--- src/hdl/ncpu_pkg.sv ---
/*
 * Shared definitions of the three-stage integer core:
 * widths, opcodes, unit selects and the views of an instruction word
 */
package ncpu_pkg;

   localparam int NCPU_DW         = 32;   // Data width
   localparam int NCPU_AW         = 32;   // Address width
   localparam int NCPU_REG_AW     = 5;    // Register address width
   localparam int NCPU_INSN_BYTES = 4;    // Step of the program counter

   // Kept opcodes, anything else runs as a no-operation
   typedef enum logic [5:0] {
      OP_LDW   = 6'd1,
      OP_STW   = 6'd2,
      OP_AND   = 6'd3,
      OP_AND_I = 6'd4,
      OP_OR    = 6'd5,
      OP_OR_I  = 6'd6,
      OP_XOR   = 6'd7,
      OP_XOR_I = 6'd8,
      OP_LSL   = 6'd9,
      OP_LSL_I = 6'd10,
      OP_LSR   = 6'd11,
      OP_LSR_I = 6'd12,
      OP_ASR   = 6'd13,
      OP_ASR_I = 6'd14,
      OP_ADD   = 6'd15,
      OP_ADD_I = 6'd16,
      OP_SUB   = 6'd17,
      OP_JMP_I = 6'd19
   } opcode_e;

   typedef enum logic [2:0] {LU_NONE, LU_AND, LU_OR, LU_XOR, LU_LSL, LU_LSR, LU_ASR} lu_op_e;

   typedef enum logic [1:0] {AU_NONE, AU_ADD, AU_SUB} au_op_e;

   ////////////////////////////////////////
   // Instruction word views

   typedef struct packed {
      logic [10:0]            attr;
      logic [NCPU_REG_AW-1:0] rs2;
      logic [NCPU_REG_AW-1:0] rs1;
      logic [NCPU_REG_AW-1:0] rd;
      logic [5:0]             opcode;
   } insn_reg_t;

   typedef struct packed {
      logic [15:0]            imm16;
      logic [NCPU_REG_AW-1:0] rs1;
      logic [NCPU_REG_AW-1:0] rd;
      logic [5:0]             opcode;
   } insn_imm_t;

   typedef struct packed {
      logic [20:0]            rel21;  // Offset in instructions
      logic [NCPU_REG_AW-1:0] pad;
      logic [5:0]             opcode;
   } insn_rel_t;

   typedef union packed {
      insn_reg_t r;
      insn_imm_t i;
      insn_rel_t j;
   } insn_u;

endpackage

--- src/hdl/ncpu_ifs.sv ---
/*
 * Stage interfaces: decode to execute, and the register file ports
 */
`timescale 1ns/1ps

interface exec_if import ncpu_pkg::*; ();
   logic                   valid;
   lu_op_e                 lu_op;
   au_op_e                 au_op;
   logic [NCPU_DW-1:0]     operand_1;
   logic [NCPU_DW-1:0]     operand_2;
   logic [NCPU_DW-1:0]     store_data;
   logic                   is_load;
   logic                   is_store;
   logic                   wb_en;
   logic [NCPU_REG_AW-1:0] wb_addr;
   logic                   hold;      // Execute waits on the data bus

   modport dec (output valid, lu_op, au_op, operand_1, operand_2, store_data,
                output is_load, is_store, wb_en, wb_addr, input hold);
   modport exe (input valid, lu_op, au_op, operand_1, operand_2, store_data,
                input is_load, is_store, wb_en, wb_addr, output hold);
endinterface

interface regfile_if import ncpu_pkg::*; ();
   logic [NCPU_REG_AW-1:0] rd_addr1;
   logic [NCPU_REG_AW-1:0] rd_addr2;
   logic                   rd_en;
   logic [NCPU_DW-1:0]     rd_data1;  // Valid the cycle after an enabled read
   logic [NCPU_DW-1:0]     rd_data2;
   logic                   wr_en;
   logic [NCPU_REG_AW-1:0] wr_addr;
   logic [NCPU_DW-1:0]     wr_data;

   modport rd_port (output rd_addr1, rd_addr2, rd_en, input rd_data1, rd_data2);
   modport wr_port (output wr_en, wr_addr, wr_data);
   modport file (input rd_addr1, rd_addr2, rd_en, wr_en, wr_addr, wr_data,
                 output rd_data1, rd_data2);
endinterface

--- src/hdl/ncpu_fetch.sv ---
/*
 * Fetch stage: program counter, pending jump target and the decode instruction register
 */
`timescale 1ns/1ps

module ncpu_fetch import ncpu_pkg::*; #(
   parameter logic [NCPU_AW-1:0] RESET_VECTOR = '0
) (
   input  logic               clk_i,
   input  logic               reset_i,
   input  insn_u              insn_i,
   input  logic               insn_ready_i,
   input  logic               hold_i,
   input  logic               jump_i,
   input  logic [20:0]        jump_offset_i,
   output logic [NCPU_AW-1:0] iaddr_o,
   output insn_u              insn_o,
   output logic               insn_valid_o
);
   logic [NCPU_AW-1:0] pc;
   logic [NCPU_AW-1:0] jump_target;
   logic [NCPU_AW-1:0] pend_target;
   logic               pend;
   logic               capture;

   assign iaddr_o = pc;
   assign capture = insn_ready_i & ~hold_i;

   // pc points at the delay slot when the strobe arrives
   assign jump_target = pc + {{(NCPU_AW-23){jump_offset_i[20]}}, jump_offset_i, 2'b00};

   always_ff @(posedge clk_i) begin
      if (reset_i) begin
         pc <= RESET_VECTOR;
         pend <= 1'b0;
         insn_valid_o <= 1'b0;
      end else begin
         if (!hold_i) begin
            insn_valid_o <= insn_ready_i;   // Bubble while the bus is not ready
         end
         if (capture) begin
            // Delay slot captured now, redirect after it
            if (jump_i) begin
               pc <= jump_target;
            end else if (pend) begin
               pc <= pend_target;
            end else begin
               pc <= pc + NCPU_AW'(NCPU_INSN_BYTES);
            end
            pend <= 1'b0;
         end else if (jump_i) begin
            pend <= 1'b1;   // Slot not fetched yet
         end
      end
   end

   always_ff @(posedge clk_i) begin
      if (capture) begin
         insn_o <= insn_i;
      end
      if (jump_i) begin
         pend_target <= jump_target;
      end
   end

endmodule

--- src/hdl/ncpu_decode.sv ---
/*
 * Decode stage: opcode decode, immediate extension, register read
 * and the registers that feed execute
 */
`timescale 1ns/1ps

module ncpu_decode import ncpu_pkg::*; (
   input  logic        clk_i,
   input  logic        reset_i,
   input  insn_u       insn_i,
   input  logic        insn_valid_i,
   output logic        jump_o,
   output logic [20:0] jump_offset_o,
   regfile_if.rd_port  rf,
   exec_if.dec         ex
);
   opcode_e            opc;
   lu_op_e             lu_op;
   au_op_e             au_op;
   logic               is_load;
   logic               is_store;
   logic               is_jmp;
   logic               imm_sel;
   logic               imm_sext;
   logic               wb_en;
   logic               rs1_used;
   logic [NCPU_DW-1:0] imm_ext;
   logic [NCPU_DW-1:0] imm_q;
   logic               imm_sel_q;
   logic               rs1_used_q;

   ////////////////////////////////////////
   // Field decode

   assign opc = opcode_e'(insn_i.r.opcode);

   always_comb begin
      case (opc)
         OP_AND, OP_AND_I: lu_op = LU_AND;
         OP_OR, OP_OR_I:   lu_op = LU_OR;
         OP_XOR, OP_XOR_I: lu_op = LU_XOR;
         OP_LSL, OP_LSL_I: lu_op = LU_LSL;
         OP_LSR, OP_LSR_I: lu_op = LU_LSR;
         OP_ASR, OP_ASR_I: lu_op = LU_ASR;
         default:          lu_op = LU_NONE;
      endcase
      case (opc)
         OP_ADD, OP_ADD_I: au_op = AU_ADD;
         OP_SUB:           au_op = AU_SUB;
         default:          au_op = AU_NONE;   // Also the address add of ldw/stw
      endcase
   end

   assign is_load  = (opc == OP_LDW);
   assign is_store = (opc == OP_STW);
   assign is_jmp   = (opc == OP_JMP_I);
   assign imm_sel  = opc inside {OP_AND_I, OP_OR_I, OP_XOR_I, OP_LSL_I, OP_LSR_I,
                                 OP_ASR_I, OP_ADD_I, OP_LDW, OP_STW};
   assign imm_sext = opc inside {OP_AND_I, OP_XOR_I, OP_LDW, OP_STW};
   assign wb_en    = (lu_op != LU_NONE) | (au_op != AU_NONE) | is_load;
   assign rs1_used = wb_en | is_store;

   assign imm_ext = imm_sext ? {{(NCPU_DW-16){insn_i.i.imm16[15]}}, insn_i.i.imm16}
                             : {{(NCPU_DW-16){1'b0}}, insn_i.i.imm16};

   // Stores read rd on port 2 as the data to write
   assign rf.rd_en    = ~ex.hold;
   assign rf.rd_addr1 = insn_i.r.rs1;
   assign rf.rd_addr2 = is_store ? insn_i.r.rd : insn_i.r.rs2;

   // One strobe per jump, as it leaves decode
   assign jump_o        = insn_valid_i & is_jmp & ~ex.hold;
   assign jump_offset_o = insn_i.j.rel21;

   ////////////////////////////////////////
   // Decode to execute registers

   always_ff @(posedge clk_i) begin
      if (reset_i) begin
         ex.valid <= 1'b0;
         ex.is_load <= 1'b0;
         ex.is_store <= 1'b0;
         ex.wb_en <= 1'b0;
      end else if (!ex.hold) begin
         ex.valid <= insn_valid_i;
         ex.is_load <= is_load;
         ex.is_store <= is_store;
         ex.wb_en <= wb_en;
      end
   end

   always_ff @(posedge clk_i) begin
      if (!ex.hold) begin
         ex.lu_op <= lu_op;
         ex.au_op <= au_op;
         ex.wb_addr <= insn_i.r.rd;
         imm_q <= imm_ext;
         imm_sel_q <= imm_sel;
         rs1_used_q <= rs1_used;
      end
   end

   // Register values arrive a cycle late, so the mux sits after the read
   assign ex.operand_1  = rs1_used_q ? rf.rd_data1 : imm_q;
   assign ex.operand_2  = imm_sel_q ? imm_q : rf.rd_data2;
   assign ex.store_data = rf.rd_data2;

endmodule

--- src/hdl/ncpu_regfile.sv ---
/*
 * 32-entry register file, two registered read ports with write bypass
 */
`timescale 1ns/1ps

module ncpu_regfile import ncpu_pkg::*; (
   input  logic    clk_i,
   input  logic    reset_i,
   regfile_if.file rf
);
   logic [NCPU_DW-1:0] regs [2**NCPU_REG_AW];

   // Same-cycle write wins over the stored value
   function automatic logic [NCPU_DW-1:0] read_port(input logic [NCPU_REG_AW-1:0] addr);
      return (rf.wr_en && rf.wr_addr == addr) ? rf.wr_data : regs[addr];
   endfunction

   always_ff @(posedge clk_i) begin
      if (reset_i) begin
         for (int i = 0; i < 2**NCPU_REG_AW; i++) begin
            regs[i] <= '0;
         end
      end else if (rf.wr_en) begin
         regs[rf.wr_addr] <= rf.wr_data;
      end
   end

   always_ff @(posedge clk_i) begin
      if (rf.rd_en) begin
         rf.rd_data1 <= read_port(rf.rd_addr1);
         rf.rd_data2 <= read_port(rf.rd_addr2);
      end
   end

endmodule

--- src/hdl/ncpu_execute.sv ---
/*
 * Execute stage: logic unit, shifter, adder, data bus control,
 * writeback and the pipeline hold
 */
`timescale 1ns/1ps

module ncpu_execute import ncpu_pkg::*; (
   input  logic               clk_i,
   input  logic               reset_i,
   input  logic [NCPU_DW-1:0] d_i,
   input  logic               dbus_rd_ready_i,
   input  logic               dbus_we_done_i,
   output logic [NCPU_DW-1:0] d_o,
   output logic [NCPU_AW-1:0] addr_o,
   output logic               dbus_rd_o,
   output logic               dbus_we_o,
   exec_if.exe                ex,
   regfile_if.wr_port         wb
);
   logic [NCPU_DW-1:0]   shift_lsw;
   logic [NCPU_DW-1:0]   shift_msw;
   logic [2*NCPU_DW-1:0] shift_wide;
   logic [NCPU_DW-1:0]   lu_shift;
   logic [NCPU_DW-1:0]   lu_result;
   logic                 adder_sub;
   logic [NCPU_DW-1:0]   adder_op2;
   logic [NCPU_DW-1:0]   sum;
   logic [NCPU_DW-1:0]   wb_data;
   logic                 load_wait;
   logic                 store_wait;

   function automatic logic [NCPU_DW-1:0] reverse_bits(input logic [NCPU_DW-1:0] a);
      logic [NCPU_DW-1:0] r;
      for (int i = 0; i < NCPU_DW; i++) begin
         r[NCPU_DW-1-i] = a[i];
      end
      return r;
   endfunction

   ////////////////////////////////////////
   // Logic unit and shifter

   // lsl runs through the right shifter on reversed bits
   assign shift_lsw  = (ex.lu_op == LU_LSL) ? reverse_bits(ex.operand_1) : ex.operand_1;
   assign shift_msw  = (ex.lu_op == LU_ASR) ? {NCPU_DW{ex.operand_1[NCPU_DW-1]}} : '0;
   assign shift_wide = {shift_msw, shift_lsw} >> ex.operand_2[4:0];
   assign lu_shift   = (ex.lu_op == LU_LSL) ? reverse_bits(shift_wide[NCPU_DW-1:0])
                                            : shift_wide[NCPU_DW-1:0];

   always_comb begin
      case (ex.lu_op)
         LU_AND:                 lu_result = ex.operand_1 & ex.operand_2;
         LU_OR:                  lu_result = ex.operand_1 | ex.operand_2;
         LU_XOR:                 lu_result = ex.operand_1 ^ ex.operand_2;
         LU_LSL, LU_LSR, LU_ASR: lu_result = lu_shift;
         default:                lu_result = '0;
      endcase
   end

   // Adder, shared with the load/store address
   assign adder_sub = (ex.au_op == AU_SUB);
   assign adder_op2 = adder_sub ? ~ex.operand_2 : ex.operand_2;
   assign sum       = ex.operand_1 + adder_op2 + NCPU_DW'(adder_sub);

   ////////////////////////////////////////
   // Data bus and hold

   assign addr_o    = sum[NCPU_AW-1:0];
   assign d_o       = ex.store_data;
   assign dbus_rd_o = ex.valid & ex.is_load;
   assign dbus_we_o = ex.valid & ex.is_store;

   assign load_wait  = ex.is_load & ~dbus_rd_ready_i;
   assign store_wait = ex.is_store & ~dbus_we_done_i;
   assign ex.hold    = ex.valid & (load_wait | store_wait);

   // Writeback
   always_comb begin
      if (ex.is_load) begin
         wb_data = d_i;
      end else if (ex.au_op != AU_NONE) begin
         wb_data = sum;
      end else begin
         wb_data = lu_result;
      end
   end

   assign wb.wr_en   = ex.valid & ex.wb_en & ~ex.hold;
   assign wb.wr_addr = ex.wb_addr;
   assign wb.wr_data = wb_data;

endmodule

--- src/hdl/ncpu_core.sv ---
/*
 * Three-stage integer core top: fetch, decode and execute around the register file
 */
`timescale 1ns/1ps

module ncpu_core import ncpu_pkg::*; #(
   parameter logic [NCPU_AW-1:0] RESET_VECTOR = '0
) (
   input  logic               clk_i,
   input  logic               reset_i,
   input  logic [NCPU_DW-1:0] insn_i,
   input  logic               insn_ready_i,
   input  logic [NCPU_DW-1:0] d_i,
   input  logic               dbus_rd_ready_i,
   input  logic               dbus_we_done_i,
   output logic [NCPU_AW-1:0] iaddr_o,
   output logic               ibus_rd_o,
   output logic [NCPU_AW-1:0] addr_o,
   output logic [NCPU_DW-1:0] d_o,
   output logic               dbus_rd_o,
   output logic               dbus_we_o
);
   exec_if    exec_bus ();
   regfile_if rf_bus ();

   insn_u       dec_insn;
   logic        dec_insn_valid;
   logic        jump;
   logic [20:0] jump_offset;

   assign ibus_rd_o = 1'b1;   // Fetch reads every cycle

   ncpu_fetch #(
      .RESET_VECTOR (RESET_VECTOR)
   ) fetch_u (
      .clk_i         (clk_i),
      .reset_i       (reset_i),
      .insn_i        (insn_i),
      .insn_ready_i  (insn_ready_i),
      .hold_i        (exec_bus.hold),
      .jump_i        (jump),
      .jump_offset_i (jump_offset),
      .iaddr_o       (iaddr_o),
      .insn_o        (dec_insn),
      .insn_valid_o  (dec_insn_valid)
   );

   ncpu_decode decode_u (
      .clk_i         (clk_i),
      .reset_i       (reset_i),
      .insn_i        (dec_insn),
      .insn_valid_i  (dec_insn_valid),
      .jump_o        (jump),
      .jump_offset_o (jump_offset),
      .rf            (rf_bus),
      .ex            (exec_bus)
   );

   ncpu_regfile regfile_u (
      .clk_i   (clk_i),
      .reset_i (reset_i),
      .rf      (rf_bus)
   );

   ncpu_execute execute_u (
      .clk_i           (clk_i),
      .reset_i         (reset_i),
      .d_i             (d_i),
      .dbus_rd_ready_i (dbus_rd_ready_i),
      .dbus_we_done_i  (dbus_we_done_i),
      .d_o             (d_o),
      .addr_o          (addr_o),
      .dbus_rd_o       (dbus_rd_o),
      .dbus_we_o       (dbus_we_o),
      .ex              (exec_bus),
      .wb              (rf_bus)
   );

endmodule

--- config.mk ---
export PLATFORM = sky130hd
export DESIGN_NAME = ncpu_core
export DESIGN_NICKNAME = d
export VERILOG_FILES = /design/src/hdl/ncpu_pkg.sv /design/src/hdl/ncpu_ifs.sv /design/src/hdl/ncpu_fetch.sv /design/src/hdl/ncpu_decode.sv /design/src/hdl/ncpu_regfile.sv /design/src/hdl/ncpu_execute.sv /design/src/hdl/ncpu_core.sv
export SDC_FILE = /design/constraint.sdc
export NUM_CORES = 2
export LEC_CHECK = 0
export ABC_CLOCK_PERIOD_IN_PS = 4900
export BUFFER_PORTS_ARGS = -buffer_cell sky130_fd_sc_hd__buf_2
export CELL_PAD_IN_SITES_DETAIL_PLACEMENT = 1
export CELL_PAD_IN_SITES_GLOBAL_PLACEMENT = 1
export CORE_MARGIN = 2
export CORE_UTILIZATION = 35
export DETAILED_ROUTE_END_ITERATION = 16
export MAX_ROUTING_LAYER = met4
export PLACE_DENSITY_LB_ADDON = 0.15
export SYNTH_ARGS = -nofsm -noshare
export SYNTH_HDL_FRONTEND = slang
export SYNTH_SLANG_ARGS = --single-unit
export TNS_END_PERCENT = 20
--- constraint.sdc ---
create_clock -name clk_i -period 4.9 [get_ports clk_i]
set_input_delay 0.49 -clock clk_i [delete_from_list [all_inputs] [get_ports clk_i]]
set_output_delay 0.49 -clock clk_i [all_outputs]
set_load 0.1 [all_outputs]
; ---- Word-level counts from Yosys, hierarchy flattened
; Memories as Yosys holds them, arrays and structs flattened. A register that Yosys moved wholly into a read port is not among the register bits.
; Cells that the tools add are included.
[op_classes]
muxes = 26
n_bitwise = 21
shifts = 1
add_sub_neg = 4
eq_ne = 21
n_reduce_logical = 12
[ops]
columns = cell, n
row1 = $mux 32, 13
row2 = $pmux 32 s4, 1
row3 = $add 32x32->32, 2
row4 = $shr 64x5->32, 1
row5 = $add 32x1->32, 1
row6 = $add 32x3->32 const B, 1
row7 = $and 32x32->32, 1
row8 = $not 32->32, 1
row9 = $or 32x32->32, 1
row10 = $reduce_or 32->1, 1
row11 = $xor 32x32->32, 1
row12 = $eq 6x4->1 const B, 5
row13 = $eq 6x5->1 const B, 3
row14 = $mux 5, 3
row15 = $eq 6x3->1 const B, 2
row16 = $and 1x1->1, 10
row17 = $eq 5x5->1, 2
row18 = $eq 3x3->1 const B, 3
row19 = $reduce_bool 9->1, 1
row20 = $eq 3x2->1 const B, 2
row21 = $eq 6x1->1 const B, 1
row22 = $eq 6x2->1 const B, 1
row23 = $mux 1, 6
row24 = $mux 4, 1
row25 = other kinds (13), 21
[totals]
input_bits = 69
memories = 2
ramBits = 1024
wordCells = 105
out_inout_bits = 99
romBits = 48
regBits = 195
[mem_list]
columns = memory, words, width, rd, rd_ports_with_merged_regs, wr, line
row1 = regfile_u.regs, 32, 32, 2, 1, 32, ncpu_regfile.sv:11  ; logic [NCPU_DW-1:0] regs [2**NCPU_REG_AW];
row2 = (no name shown), 16, 3, 1, 1, 0, ncpu_decode.sv:38  ; case (opc)

; ---- Depth between registers and ports, before layout
[logic_depth]
word_depth = 11
ltp_mapped = 22

; ---- By module
; Synthesis repeated with hierarchy kept, for this count alone.
[hier_totals]
hier_cells = 6095
area_unflattened_um2 = 74567.8
[modules_own_cells]
columns = mod, seq_area_each_um2, area_per_inst_um2, cells_per_inst, n_inst
row1 = ncpu_regfile, 32671.3, 58147.0, 4152, 1
row2 = ncpu_execute, 0.0, 7796.2, 1041, 1
row3 = ncpu_fetch, 2602.5, 6073.3, 641, 1
row4 = ncpu_decode, 950.9, 2539.9, 259, 1
row5 = ncpu_core, 0.0, 11.3, 2, 1

; ---- Worst setup path before layout
; No wires, ideal clock.
[synth_timing]
path_type = reg2reg
startpoint = register regfile_u.rf.rd_data2[2]
endpoint = memory regfile_u.regs[23][22], data pin
setup_time_ps = 141
synth_period_minus_slack_ps = 6575
t_arrival_ps = 6434
path_slack_ps = -1675
stages_incl_launch_ff = 19
path_cell_list = edfxtp_1 > mux2i_1 > buf_2 > buf_2 > xnor2_1 > ha_1 > nor2b_1 > o31a_1 > o31ai_1 > a2111oi_0 > o311a_1 > o41ai_4 > a21oi_1 > xor2_1 > nand2_1 > a31o_1 > clkbuf_1 > buf_2 > nor2_1
[synth_lines]
columns = item, line
row1 = start: declaration, ncpu_ifs.sv:38  ; output rd_data1, rd_data2);
row2 = start signal: assignment, ncpu_regfile.sv:31  ; rf.rd_data2 <= read_port(rf.rd_addr2);
row3 = end: declaration, ncpu_regfile.sv:11

; ---- Final worst setup path
[layout_timing]
startpoint = register decode_u.imm_sel_q
endpoint = output addr_o[24]
[layout_via]
elab_chain_cells = 5
[layout_lines]
columns = item, line
row1 = start: declaration, ncpu_decode.sv:29  ; logic imm_sel_q;
row2 = start signal: assignment, ncpu_decode.sv:98  ; imm_sel_q <= imm_sel;
row3 = $mux 32 (*), ncpu_decode.sv:105  ; assign ex.operand_2 = imm_sel_q ? imm_q : rf.rd_data2;
row4 = $not 32->32, ncpu_execute.sv:62  ; assign adder_op2 = adder_sub ? ~ex.operand_2 : ex.operand_2;
row5 = $mux 32 (*), ncpu_execute.sv:62
row6 = $add 32x32->32 (*), ncpu_execute.sv:63  ; assign sum = ex.operand_1 + adder_op2 + NCPU_DW'(adder_sub);
row7 = $add 32x1->32 (*), ncpu_execute.sv:63
row8 = end: declaration, ncpu_core.sv:18  ; output logic [NCPU_AW-1:0] addr_o,
; Every way passes the cells marked *; elsewhere a longest branch is shown, timed or not.

==> results.cfg <==
[placement]
routabilityCongestion = 0.940
dp_hpwl_um = 202000
place_area_sq_um = 79100
numPortBuffers = 166

[sta]
slew_violations = 0
finalHoldViolations = 0
timing.final.crit_share_pct = 104
setup_ws_ns = -0.218
setup_violations = 9
relSlewSlack_pct = 12.9
worstMarginPinSlew_ns = 1.30
min_period_ns = 5.12
max_freq_mhz = 195
fin_skew_ns = 0.0556
rsz0062_at_grt = true

[routing]
dr.pass1.iters = 5
drt-initial-drc-count = 5915
wl_um = 313000
route.vias.total = 59400
wl_per_cell_um = 31.8
via_per_inst = 6.02
antenna_left = 0
drc = 0

[final_layout]
final_core_util_pct = 41.7
final_nets = 7259
drive_gt1_share_pct = 20.1
layout-area-overhead-vs-synth_pct = 18.2
fillers = 21900
stdcell_area_sq_um = 84500
regArea_sq_um = 36400
multiInputGateArea_sq_um = 33300

[critical_path]
reg2reg_from = decode_u.imm_sel_q
crit_slowest_cell = o311a_4
worst_ep_arrival_time_ns = 4.63
critPathRequiredTime_ns = 4.41
endpoint_kind = primary output
r2r_cells = 19
r2r_end = regfile_u.regs[12][18]
max_stage_delay_ns = 0.41
critPathLaunchType = flip-flop
timing.reg2reg.setup_slack_ns = 0.21
path_class = flip-flop to primary output
crit_path_cell_trace = buf_6 > buf_6 > mux2i_4 > xnor2_2 > ha_1 > nor2b_4 > o31a_1 > o31ai_4 > a2111oi_4 > o311a_4 > o41ai_4 > buf_12 > buf_8 > o21ai_4 > nor2_2 > o21ai_2 > xor2_4 > buf_12
path_max_fanout = 5

[logic_synthesis]
synth_top_family_by_area = simple AND/OR/NAND/NOR gates
yosysSeqAreaShare_pct = 50.9
yosysWarnings = 0
synth_ff_type = edfxtp_1
synthArstFlopShare_pct = 0
synth_xor_area_share_pct = 1.80
syn_inst = 6892
synthesis.nets = 7087
ys_ff_latch = 1227
syn_avg_cell_area_sq_um = 10.4
synthMuxAreaShare_pct = 13.8
synth_compound_area_share_pct = 8.17
synth_edf_count = 1181
synth_fa_ha_area_share_pct = 2.27
synth-simple-area-share_pct = 18.9
netlist_area_sq_um = 71500
ys_types = 102

[run_status]
status = finished with violations
violations = negative setup slack

[global_route]
overflow = 0
grt_max_degree = 81
grt_pass1_vias = 60400
antenna_found_initial = 11
grt_pass1_wl_um = 443000
grt_use_total_pct = 30.4

[cts]
clock_path_buffers = 3
clkTransAtPathRegs_ns = 0.05
htree_levels = 4
cts_root_buf = clkbuf_16
cts_tree = done
clock_sinks = 1227
clock_latency_ns = 0.84
cts_buffers = 146

[floorplanning]
die_h_um = 456
num_rows = 165
io_pins = 168
start_util_pct = 35.3
coreArea_sq_um = 203000
dieArea_sq_um = 208000
die_x_um = 456

[pwr]
power_density_nw_per_um2 = 380
p_leak_nw = 30.7
vdd_drop_max_mv = 0.462

[worst_hold_path]
min_path_cells = 4
min_path_type = input port to flip-flop
hold_end = decode_u.ex.is_load
min-delay-start = dbus_we_done_i

[flow_run]
drv_cap = 0
-- sequential cells by signal, indices dropped and copies added, names as in the netlist, 2 cells and up, named ones only --
register,cells
regfile_u.regs,1024
fetch_u.iaddr_o,32
fetch_u.insn_o,32
fetch_u.pend_target,32
regfile_u.rf.rd_data1,32
regfile_u.rf.rd_data2,32
decode_u.imm_q,17
decode_u.ex.wb_addr,5
decode_u.ex.lu_op,3
decode_u.ex.au_op,2
-- where the power goes --
group,leakage [nW],switching [W],internal [W],total [W]
combinational,15.8,0.00587,0.00310,0.00897
sequential,12.6,0.000421,0.0120,0.0124
clock,2.26,0.00474,0.00603,0.0108
total,30.7,0.0110,0.0211,0.0321
-- per-stage QoR --
step / total power, W / cells / setup TNS (ns) / hold WS [ns] / worst slack, ns
5_1_grt: 0.0330 / 9855 / -3.47 / 0.0784 / -0.420
4_1_cts: 0.0322 / 9847 / -1.92 / 0.0293 / -0.275
2_1_floorplan: 0.0177 / 6892 / -528.28 / 0.426 / -0.575
3_3_place_gp: 0.0212 / 9544 / -11.14 / 0.450 / -0.343
3_5_place_dp: 0.0213 / 9544 / -9.54 / 0.461 / -0.312
6_report: 0.0321 / 9858 / -1.20 / 0.0977 / -0.218
-- layout by cell type, fill, tap and decap left out, types with 101 or more instances in the layout --
master | Yosys | routed
a21oi_1 | 203 | 186
a311oi_1 | 170 | 170
buf_12 | 0 | 137
buf_2 | 52 | 138
buf_4 | 10 | 334
clkbuf_16 | 0 | 149
edfxtp_1 | 1181 | 1181
ha_1 | 124 | 123
inv_1 | 105 | 101
mux2i_1 | 159 | 145
mux4_2 | 331 | 331
nand2_1 | 1270 | 1207
nand3_1 | 549 | 547
nor2_1 | 1196 | 1192
-- Yosys cell counts (all sizes together) (7+ instances only) --
| master | instances | share of area, % |
|---|---|---|
| mux2 | 55 | 0.87 |
| dfxtp | 46 | 1.3 |
| a211oi | 55 | 0.58 |
| o21ai | 137 | 0.99 |
| nor2b | 19 | 0.17 |
| o21bai | 8 | 0.084 |
| or3 | 9 | 0.079 |
| ha | 124 | 2.2 |
| o311ai | 7 | 0.086 |
| a221oi | 14 | 0.20 |
| nand3 | 549 | 3.8 |
| nand2b | 15 | 0.13 |
| a22oi | 22 | 0.23 |
| inv | 114 | 0.60 |
| xor2 | 44 | 0.54 |
| o22ai | 12 | 0.11 |
| or2 | 10 | 0.088 |
| o31ai | 10 | 0.11 |
| and3 | 81 | 0.71 |
| clkbuf | 494 | 2.6 |
| and2 | 14 | 0.12 |
| a21o | 42 | 0.44 |
| xnor2 | 91 | 1.2 |
| a21oi | 204 | 1.4 |
| edfxtp | 1181 | 50 |
| mux4 | 331 | 10 |
| nand2 | 1270 | 6.7 |
| a311oi | 170 | 2.1 |
| a211o | 9 | 0.11 |
| a31oi | 59 | 0.52 |
| o21a | 18 | 0.19 |
| buf | 131 | 0.94 |
| o211ai | 18 | 0.19 |
| nand4 | 13 | 0.11 |
| nor2 | 1206 | 6.4 |
| mux2i | 170 | 2.5 |
| nor3 | 44 | 0.31 |
-- worst max-delay path, delay by kind of cell (launching register included) --
family / cells / cell delay (ns)
AO/OA/AOI/OAI: 7 / 1.57
buffers and inverters: 5 / 0.76
flip-flops: 1 / 0.40
XOR/XNOR: 2 / 0.33
adder cells (fa/ha/maj): 1 / 0.32
AND/OR/NAND/NOR: 2 / 0.25
multiplexers: 1 / 0.19
-- routing by layer --
layer / wire, um / vias up / track usage [%]
met3: 21500 / 619 / 3.94
met4: 13800 / 0 / 12.3
met5: 0 / - / -
met1: 126000 / 31000 / 38.0
li1: - / 25300 / -
met2: 152000 / 2465 / 49.9
-- layout make-up --
cell class | instances | share of cell area (%)
Antenna cell | 7 | 0.0207
Sequential cell | 1227 | 43.1
Multi-Input combinational cell | 4925 | 39.4
Timing Repair Buffer | 649 | 7.52
Inverter | 115 | 0.521
Tap cell | 2672 | 3.96
Clock buffer | 180 | 4.59
Clock inverter | 83 | 0.859
-- kinds of logic after synthesis --
family | count (synthesis)
simple gates | 3256
flops | 1227
compound gates | 845
other cells | 1
buf+inv | 740
mux | 556
xor+xnor | 138
fa+ha+maj | 129
-- worst max-delay path by stage --
stage / start / endpoint / slack, ns / cells past startpoint
floorplan: regfile_u.rf.rd_data2[2] / regfile_u.regs[23][22] / -0.58 / 18
global placement: decode_u.imm_sel_q / regfile_u.regs[10][30] / -0.34 / 19
detailed placement: decode_u.imm_sel_q / regfile_u.regs[28][30] / -0.31 / 19
CTS: decode_u.imm_sel_q / addr_o[30] / -0.27 / 19
global route: decode_u.imm_sel_q / addr_o[30] / -0.42 / 19
finish: decode_u.imm_sel_q / addr_o[24] / -0.22 / 18
-- what timing repair did --
item,4_1_cts,5_1_grt
buffers inserted,11,4
gates resized for setup,66,7
hold buffers,32,0
setup endpoints to repair,51,18
pin swaps,17,5
endpoints found under the hold margin,37,0
Power figures use the tool's default switching activity.
